### src/rsmp_consts.svh
`ifndef RSMP_CONSTS_SVH
`define RSMP_CONSTS_SVH

// fir taps per phase
`define RSMP_TAPS 32
`define RSMP_TAPS_LOG2 5

// coefficient phases in the bank
`define RSMP_PHASES 2

// phase counter step per result
`define RSMP_DECIM 1

// shared multiplier pipeline depth
`define RSMP_MULT_LAT 4

// per-channel sample ring
`define RSMP_RING_LEN 64
`define RSMP_RING_LEN_LOG2 6

`endif

### src/coef_bank.hex
// q15 coefficients, one per line: phase 0 taps 0..31, then phase 1 taps 0..31
fff0
ffe0
ffc8
ffb0
ffa0
ffc0
0000
00a0
0180
0300
0500
0780
0a00
0c80
0e80
0f80
0f80
0e80
0c80
0a00
0780
0500
0300
0180
00a0
0000
ffc0
ffa0
ffb0
ffc8
ffe0
fff0
fff8
ffe8
ffd0
ffb8
ffa8
ffb0
ffe0
0040
0100
0240
0400
0640
08c0
0b40
0d80
0f00
1000
0f40
0dc0
0b80
0900
0680
0440
0280
0120
0050
ffd8
ffb4
ffac
ffc4
ffdc
fff4

### src/rsmp_pkg.sv
`default_nettype none

`include "rsmp_consts.svh"

package rsmp_pkg;

    // 24-bit signed audio sample
    typedef logic signed [23:0] sample_t;

    // q15 filter coefficient
    typedef logic signed [15:0] coef_t;

    // two guard bits over the sample width
    typedef logic signed [25:0] acc_t;

    // phase bit above the tap index
    typedef logic [`RSMP_TAPS_LOG2:0] bank_addr_t;

    // tap offset from the oldest unreleased sample
    typedef logic [`RSMP_TAPS_LOG2-1:0] tap_t;

    typedef enum logic [2:0] {
        RS_IDLE,
        RS_RESULT,
        RS_WAIT_GRANT,
        RS_CALC,
        RS_NEXT_PHASE
    } res_state_t;

endpackage

`default_nettype wire

### src/channel_resampler.sv
`default_nettype none

`include "rsmp_consts.svh"

module channel_resampler (
    input  logic                 clk,
    input  logic                 rst,
    input  logic                 gnt_i,
    output logic                 req_o,
    output rsmp_pkg::bank_addr_t bank_addr_o,
    input  rsmp_pkg::coef_t      coef_i,
    output rsmp_pkg::sample_t    mpcand_o,
    output rsmp_pkg::coef_t      mplier_o,
    input  rsmp_pkg::sample_t    mprod_i,
    output logic                 ring_pop_o,
    output rsmp_pkg::tap_t       ring_offset_o,
    input  rsmp_pkg::sample_t    ring_data_i,
    input  logic                 out_pop_i,
    output rsmp_pkg::sample_t    out_data_o,
    output logic                 out_ack_o
);

    localparam int CNT_W = `RSMP_TAPS_LOG2 + 1;
    // address, operand register, then the multiplier
    localparam logic [CNT_W-1:0] ACC_FIRST = CNT_W'(`RSMP_MULT_LAT + 2);
    localparam logic [CNT_W-1:0] CALC_LAST = CNT_W'(`RSMP_TAPS + `RSMP_MULT_LAT + 1);

    rsmp_pkg::res_state_t state_q;

    logic [CNT_W-1:0] calc_cnt_q;
    logic             phase_q;
    logic [1:0]       phase_cnt_q;
    logic [2:0]       phase_cnt_sum;
    logic             phase_wrap;
    logic             pend_q;

    rsmp_pkg::sample_t sample_q;
    rsmp_pkg::coef_t   coef_q;
    rsmp_pkg::acc_t    acc_q;
    rsmp_pkg::sample_t result_q;

    function automatic rsmp_pkg::sample_t saturate(input rsmp_pkg::acc_t sum);
        if (sum > 26'sh7fffff) begin
            return 24'sh7fffff;
        end else if (sum < -26'sh7fffff) begin
            return -24'sh7fffff;
        end
        return sum[23:0];
    endfunction

    // release one input sample once the counter wraps
    assign phase_cnt_sum = {1'b0, phase_cnt_q} + 3'(`RSMP_DECIM);
    assign phase_wrap    = phase_cnt_sum >= 3'(`RSMP_PHASES);

    always_ff @(posedge clk) begin
        if (rst) begin
            state_q     <= rsmp_pkg::RS_IDLE;
            calc_cnt_q  <= '0;
            phase_q     <= 1'b0;
            phase_cnt_q <= '0;
            pend_q      <= 1'b0;
            result_q    <= '0;
        end else begin
            case (state_q)
                rsmp_pkg::RS_IDLE: begin
                    if (out_pop_i || pend_q) begin
                        state_q <= rsmp_pkg::RS_RESULT;
                        pend_q  <= 1'b0;
                    end
                end
                rsmp_pkg::RS_RESULT: begin
                    calc_cnt_q <= '0;
                    state_q    <= gnt_i ? rsmp_pkg::RS_CALC : rsmp_pkg::RS_WAIT_GRANT;
                end
                rsmp_pkg::RS_WAIT_GRANT: begin
                    if (gnt_i) begin
                        state_q <= rsmp_pkg::RS_CALC;
                    end
                end
                rsmp_pkg::RS_CALC: begin
                    if (calc_cnt_q == CALC_LAST) begin
                        state_q <= rsmp_pkg::RS_NEXT_PHASE;
                    end else begin
                        calc_cnt_q <= calc_cnt_q + 1'b1;
                    end
                end
                rsmp_pkg::RS_NEXT_PHASE: begin
                    result_q    <= saturate(acc_q);
                    phase_q     <= ~phase_q;
                    phase_cnt_q <= phase_wrap ? 2'(phase_cnt_sum - 3'(`RSMP_PHASES))
                                              : phase_cnt_sum[1:0];
                    state_q     <= rsmp_pkg::RS_IDLE;
                end
                default: begin
                    state_q <= rsmp_pkg::RS_IDLE;
                end
            endcase
            // a pop while busy is kept for later
            if (out_pop_i && state_q != rsmp_pkg::RS_IDLE) begin
                pend_q <= 1'b1;
            end
        end
    end

    // stage 1 operands and stage 6 accumulate
    always_ff @(posedge clk) begin
        if (state_q == rsmp_pkg::RS_CALC) begin
            sample_q <= ring_data_i;
            coef_q   <= coef_i;
        end
        if (state_q == rsmp_pkg::RS_RESULT) begin
            acc_q <= '0;
        end else if (state_q == rsmp_pkg::RS_CALC && calc_cnt_q >= ACC_FIRST) begin
            acc_q <= acc_q + rsmp_pkg::acc_t'(mprod_i);
        end
    end

    // stage 0 addresses
    assign bank_addr_o   = {phase_q, calc_cnt_q[`RSMP_TAPS_LOG2-1:0]};
    assign ring_offset_o = calc_cnt_q[`RSMP_TAPS_LOG2-1:0];

    assign mpcand_o = sample_q;
    assign mplier_o = coef_q;

    assign req_o = (state_q == rsmp_pkg::RS_RESULT)
                || (state_q == rsmp_pkg::RS_WAIT_GRANT)
                || (state_q == rsmp_pkg::RS_CALC);

    assign ring_pop_o = (state_q == rsmp_pkg::RS_NEXT_PHASE) && phase_wrap;

    assign out_ack_o  = (state_q == rsmp_pkg::RS_RESULT);
    assign out_data_o = out_ack_o ? result_q : '0;

endmodule

`default_nettype wire

### src/coef_rom.sv
`default_nettype none

`include "rsmp_consts.svh"

module coef_rom (
    input  logic                   clk,
    input  rsmp_pkg::bank_addr_t   addr_i,
    output rsmp_pkg::coef_t        data_o
);

    // phase 0 taps first, then phase 1
    rsmp_pkg::coef_t rom [0:`RSMP_TAPS*`RSMP_PHASES-1];

    initial begin
        $readmemh("/design/src/coef_bank.hex", rom);
    end

    // one cycle read latency
    always_ff @(posedge clk) begin
        data_o <= rom[addr_i];
    end

endmodule

`default_nettype wire

### src/pipelined_mult.sv
`default_nettype none

`include "rsmp_consts.svh"

module pipelined_mult (
    input  logic              clk,
    input  logic              rst,
    input  rsmp_pkg::sample_t mpcand_i,
    input  rsmp_pkg::coef_t   mplier_i,
    output rsmp_pkg::sample_t mprod_o
);

    logic signed [39:0] product;
    logic signed [39:0] scaled;

    rsmp_pkg::sample_t pipe_q [0:`RSMP_MULT_LAT-1];

    // full product, then drop the q15 fraction
    assign product = mpcand_i * mplier_i;
    assign scaled  = product >>> 15;

    always_ff @(posedge clk) begin
        if (rst) begin
            for (int i = 0; i < `RSMP_MULT_LAT; i++) begin
                pipe_q[i] <= '0;
            end
        end else begin
            pipe_q[0] <= scaled[23:0];
            for (int i = 1; i < `RSMP_MULT_LAT; i++) begin
                pipe_q[i] <= pipe_q[i-1];
            end
        end
    end

    // no stall, product leaves after a fixed count
    assign mprod_o = pipe_q[`RSMP_MULT_LAT-1];

endmodule

`default_nettype wire

### src/sample_ringbuf.sv
`default_nettype none

`include "rsmp_consts.svh"

module sample_ringbuf #(
    parameter int LEN_LOG2 = `RSMP_RING_LEN_LOG2
) (
    input  logic              clk,
    input  logic              rst,
    input  rsmp_pkg::sample_t data_i,
    input  logic              we_i,
    input  logic              pop_i,
    input  rsmp_pkg::tap_t    offset_i,
    output rsmp_pkg::sample_t data_o
);

    rsmp_pkg::sample_t mem [0:(1<<LEN_LOG2)-1];

    logic [LEN_LOG2-1:0] wr_ptr_q;
    logic [LEN_LOG2-1:0] rd_ptr_q;
    logic [LEN_LOG2-1:0] rd_addr;

    // offset 0 is the oldest sample not yet released
    assign rd_addr = rd_ptr_q + LEN_LOG2'(offset_i);

    always_ff @(posedge clk) begin
        if (rst) begin
            wr_ptr_q <= '0;
            rd_ptr_q <= '0;
        end else begin
            if (we_i) begin
                wr_ptr_q <= wr_ptr_q + 1'b1;
            end
            if (pop_i) begin
                rd_ptr_q <= rd_ptr_q + 1'b1;
            end
        end
    end

    // storage and registered read
    always_ff @(posedge clk) begin
        if (we_i) begin
            mem[wr_ptr_q] <= data_i;
        end
        data_o <= mem[rd_addr];
    end

endmodule

`default_nettype wire

### src/shared_path_arbiter.sv
`default_nettype none

module shared_path_arbiter (
    input  logic                 clk,
    input  logic                 rst,
    input  logic [1:0]           req_i,
    output logic [1:0]           gnt_o,
    input  rsmp_pkg::bank_addr_t bank_addr_0_i,
    input  rsmp_pkg::bank_addr_t bank_addr_1_i,
    input  rsmp_pkg::sample_t    mpcand_0_i,
    input  rsmp_pkg::sample_t    mpcand_1_i,
    input  rsmp_pkg::coef_t      mplier_0_i,
    input  rsmp_pkg::coef_t      mplier_1_i,
    output rsmp_pkg::bank_addr_t bank_addr_o,
    output rsmp_pkg::sample_t    mpcand_o,
    output rsmp_pkg::coef_t      mplier_o
);

    logic [1:0] gnt_q;
    logic [1:0] gnt_d;
    logic       last_q;
    logic       held;

    // grant stays while its owner keeps requesting
    assign held = |(gnt_q & req_i);

    always_comb begin
        gnt_d = gnt_q;
        if (!held) begin
            gnt_d = 2'b00;
            // the channel that did not win last time goes first
            if (req_i[~last_q]) begin
                gnt_d[~last_q] = 1'b1;
            end else if (req_i[last_q]) begin
                gnt_d[last_q] = 1'b1;
            end
        end
    end

    always_ff @(posedge clk) begin
        if (rst) begin
            gnt_q  <= 2'b00;
            last_q <= 1'b1;
        end else begin
            gnt_q <= gnt_d;
            if (!held && |gnt_d) begin
                last_q <= gnt_d[1];
            end
        end
    end

    assign gnt_o = gnt_q;

    // shared buses carry only the granted channel
    always_comb begin
        bank_addr_o = '0;
        mpcand_o    = '0;
        mplier_o    = '0;
        case (gnt_q)
            2'b01: begin
                bank_addr_o = bank_addr_0_i;
                mpcand_o    = mpcand_0_i;
                mplier_o    = mplier_0_i;
            end
            2'b10: begin
                bank_addr_o = bank_addr_1_i;
                mpcand_o    = mpcand_1_i;
                mplier_o    = mplier_1_i;
            end
            default: begin
            end
        endcase
    end

endmodule

`default_nettype wire

### src/upsampler_stereo.sv
`default_nettype none

`include "rsmp_consts.svh"

module upsampler_stereo (
    input  logic              clk,
    input  logic              rst,
    input  rsmp_pkg::sample_t in_data_i,
    input  logic [1:0]        in_we_i,
    output logic [1:0]        in_pop_o,
    input  logic [1:0]        out_pop_i,
    output rsmp_pkg::sample_t out_data_o,
    output logic [1:0]        out_ack_o
);

    logic [1:0] req;
    logic [1:0] gnt;

    rsmp_pkg::bank_addr_t bank_addr_ch [2];
    rsmp_pkg::sample_t    mpcand_ch [2];
    rsmp_pkg::coef_t      mplier_ch [2];
    rsmp_pkg::tap_t       ring_offset [2];
    rsmp_pkg::sample_t    ring_data [2];
    rsmp_pkg::sample_t    data_ch [2];

    // shared rom and multiplier path
    rsmp_pkg::bank_addr_t bank_addr;
    rsmp_pkg::coef_t      coef;
    rsmp_pkg::sample_t    mpcand;
    rsmp_pkg::coef_t      mplier;
    rsmp_pkg::sample_t    mprod;

    // 0 is left, 1 is right
    for (genvar c = 0; c < 2; c++) begin : g_ch
        sample_ringbuf #(
            .LEN_LOG2(`RSMP_RING_LEN_LOG2)
        ) u_ring (
            .clk(clk), .rst(rst),
            .data_i(in_data_i), .we_i(in_we_i[c]),
            .pop_i(in_pop_o[c]), .offset_i(ring_offset[c]), .data_o(ring_data[c])
        );

        channel_resampler u_res (
            .clk(clk), .rst(rst),
            .gnt_i(gnt[c]), .req_o(req[c]),
            .bank_addr_o(bank_addr_ch[c]), .coef_i(coef),
            .mpcand_o(mpcand_ch[c]), .mplier_o(mplier_ch[c]), .mprod_i(mprod),
            .ring_pop_o(in_pop_o[c]), .ring_offset_o(ring_offset[c]),
            .ring_data_i(ring_data[c]),
            .out_pop_i(out_pop_i[c]), .out_data_o(data_ch[c]), .out_ack_o(out_ack_o[c])
        );
    end

    shared_path_arbiter u_arb (
        .clk(clk), .rst(rst),
        .req_i(req), .gnt_o(gnt),
        .bank_addr_0_i(bank_addr_ch[0]), .bank_addr_1_i(bank_addr_ch[1]),
        .mpcand_0_i(mpcand_ch[0]), .mpcand_1_i(mpcand_ch[1]),
        .mplier_0_i(mplier_ch[0]), .mplier_1_i(mplier_ch[1]),
        .bank_addr_o(bank_addr), .mpcand_o(mpcand), .mplier_o(mplier)
    );

    coef_rom u_rom (
        .clk(clk), .addr_i(bank_addr), .data_o(coef)
    );

    pipelined_mult u_mult (
        .clk(clk), .rst(rst),
        .mpcand_i(mpcand), .mplier_i(mplier), .mprod_o(mprod)
    );

    // each channel drives zero outside its ack
    assign out_data_o = data_ch[0] | data_ch[1];

endmodule

`default_nettype wire

### config.mk
export PLATFORM = sky130hd
export DESIGN_NAME = upsampler_stereo
export DESIGN_NICKNAME = d
export VERILOG_FILES = /design/src/rsmp_pkg.sv /design/src/channel_resampler.sv /design/src/coef_rom.sv /design/src/pipelined_mult.sv /design/src/sample_ringbuf.sv /design/src/shared_path_arbiter.sv /design/src/upsampler_stereo.sv
export VERILOG_INCLUDE_DIRS = /design/src /design/src/src
export SDC_FILE = /design/constraint.sdc
export NUM_CORES = 1
export LEC_CHECK = 0
export BUFFER_PORTS_ARGS = -buffer_cell sky130_fd_sc_hd__buf_4
export CORE_AREA = 3 3 91 93
export DETAILED_ROUTE_END_ITERATION = 10
export DIE_AREA = 0 0 94 96
export SETUP_SLACK_MARGIN = 0.5
export SLEW_MARGIN = 10
export SYNTH_ARGS = -nofsm -noshare
export SYNTH_HDL_FRONTEND = slang
export SYNTH_MEMORY_MAX_BITS = 65536
export SYNTH_SLANG_ARGS = --single-unit
### constraint.sdc
create_clock -name clk -period 5.2 [get_ports clk]
set_input_delay 1.04 -clock clk [delete_from_list [all_inputs] [get_ports clk]]
set_output_delay 1.04 -clock clk [all_outputs]
set_load 0.05 [all_outputs]
==> results.cfg <==
[floorplanning]
fp.dieW_um = 94
die_area_mm2 = 0.00902
pin_count = 58
start_util_pct = 23.8
chipHeight_um = 96
row_count = 32
core_area_mm2 = 0.00761

[worst_hold_path]
min_from = g_ch[0].u_res.result_q[0]
hold_path.class = flip-flop to flip-flop
min_delay_worst_endpoint = g_ch[0].u_res.result_q[0]
holdPathStages = 1

[timing]
min_period_ns = 3.28
setup_ws_ns = 1.92
finalSetupTns_ns = 0
fin_crit_sh_pct = 63.1
finalHoldViolations = 0
rsz0062_at_grt = no
slew_violations = 0
fmax_mhz = 305
relSlewSlack_pct = 56.7
setup_violations = 0
hold_slack_ns = 0.460
worstMarginPinSlew_ns = 0.649
fin_skew_ns = 0.00334

[yosys]
netlist_instances = 204
synthTopCellsByCount = 33 x dfxtp_1, 26 x buf_4, 17 x nor2_1
synthMostInstantiatedCell = dfxtp_1
synth_area_leaders = dfxtp_1 37%, buf_4 11%, ha_1 4.2%
synth_top_area_cell = dfxtp_1
seq_area_frac_synth_pct = 36.5
synth_seq_cells = 33
synthFlopType = dfxtp_1
yosysTopAreaCellShare_pct = 36.5
syn-mean-instance-area_um2 = 8.86
async_reset_ff_share_pct = 0
synth.distinct_cells = 50
synth_edf_count = 0
ys_warn_count = 0
netlist_area_mm2 = 0.00181
syn-num-nets = 240

[critical_path]
critPathBufInv = 1
cp_top_family = compound AO/OA/AOI/OAI gates
cpPeakStageDelay_ns = 0.62
crit_path_start_kind = flip-flop
crit_fanout = 22
r2r-end = g_ch[1].u_res.calc_cnt_q[1]
rrSetupSlack_ns = 3.55
path_class = flip-flop to output port
worstSetupStartpoint = g_ch[1].u_res.state_q[0]
cp_slowest_cell = a22o_1
arrival_ns = 2.24
cp.required_ns = 4.16
rr_startpoint = g_ch[1].u_res.calc_cnt_q[1]
cp.depth = 4
crit_chain = nand2b_1 -> nor2_1 -> a22o_1 -> buf_4
r2r_cells = 5
endpoint_kind = output port

[run_status]
outcome = finished, final reports clean

[finish]
fin_area_mm2 = 0.00201
area_growth_pct = 11.0
fillers = 806
multiInputGateArea_um2 = 876
num-nets-final = 244
stdcell_count = 309
regArea_um2 = 661
fin_util_pct = 26.4
num_antenna_cells = 0
drive_above_1_share_pct = 21.7

[clocking]
numCtsBuffers = 5
htreeDepth = 2
cts_root_buffer = clkbuf_8
cts_sinks = 33
post_cts_resize_count = 0
clock_path_buffers = 2
cts_tree = built
cts_setup_buffers = 0
clk_pin_slew_ns = 0.06
hold_buffers = 0
insertion_delay_ns = 0.28

[place]
place_area_mm2 = 0.00193
hpwl_um = 2390
dp_cells = 303
place_ws_ns = 2.20
portBuffers = 31
gp_congestion = 0.814

[power]
p_total_uw = 583
p_per_area_mw_per_mm2 = 291
ir_worst_vdd_mv = 0.0874
power_leakage_nw = 0.771

[route]
viasPerCell = 4.43
drtAntennaViolNets = 0
drt_first_pass_iters = 4
first_iter_violations = 82
drc = 0
finalWirelength_um = 3440
vias = 1368
wl_per_cell_um = 11.1

[global_routing]
grt_util_all_layers_pct = 7.92
grt_pass1_vias = 1247
grt.overflow.total = 0
grt_pass1_wl_um = 5580
grt_max_degree = 27
grt_antenna_before_repair = 0

[flow_run]
drv_cap = 0
[logic make-up (layout without fill, tap and decap cells)]
family,after synthesis,count (layout),synth area share (%)
AO/OA/AOI/OAI,45,45,19.0
adder cells (fa/ha/maj),6,6,4.15
flip-flops,33,33,36.5
buffers and inverters,43,46,15.0
XOR/XNOR,1,1,0.485
AND/OR/NAND/NOR,73,73,23.0
multiplexers,3,3,1.73
[sequential cells by signal (all words and copies together), names as in the netlist]
register	cells
g_ch.u_res.phase_cnt_q	4
g_ch.u_res.state_q	6
g_ch.u_res.result_q	6
g_ch.u_res.calc_cnt_q	12
g_ch.u_res.pend_q	2
u_arb.last_q	1
u_arb.gnt_o	2
[worst max-delay path by stage]
stage	end
2_1_floorplan	out_data_o[10]
5_1_grt	out_data_o[16]
3_5_place_dp	out_data_o[1]
6_report	out_data_o[11]
4_1_cts	out_data_o[1]
3_3_place_gp	out_data_o[4]
[cells in the final DEF (no fill, tap or decap), drive strengths merged, types with 6 or more instances in the layout]
cell / instances
a21oi: 6
buf: 31
and2: 6
ha: 6
nand3: 6
nor2: 17
nand2: 7
dfxtp: 33
inv: 8
nand2b: 7
[cell type report]
| cell class | count | area share (%) |
|---|---|---|
| sequential | 33 | 32.9 |
| multi-input combinational | 128 | 43.6 |
| timing repair buffer | 31 | 11.6 |
| clock inverter | 1 | 0.249 |
| clock buffer | 5 | 3.43 |
| tap | 102 | 6.36 |
| inverter | 9 | 1.81 |
[power by group]
group          switching [mW]  total [mW]  leakage [nW]  internal, mW
sequential             0.0279       0.297         0.268         0.269
clock                  0.0876       0.175        0.0399        0.0879
combinational          0.0654       0.110         0.463        0.0450
[layer usage]
layer | vias up | part of all wire, % | GRT usage [%]
met5 | - | 0 | 0
li1 | 713 | - | -
met3 | 5 | 6.9 | 3.36
met2 | 39 | 43 | 12.5
met1 | 611 | 49 | 9.35
met4 | 0 | 1.5 | 3.61
No activity file was read; power rests on OpenSTA's default activity.
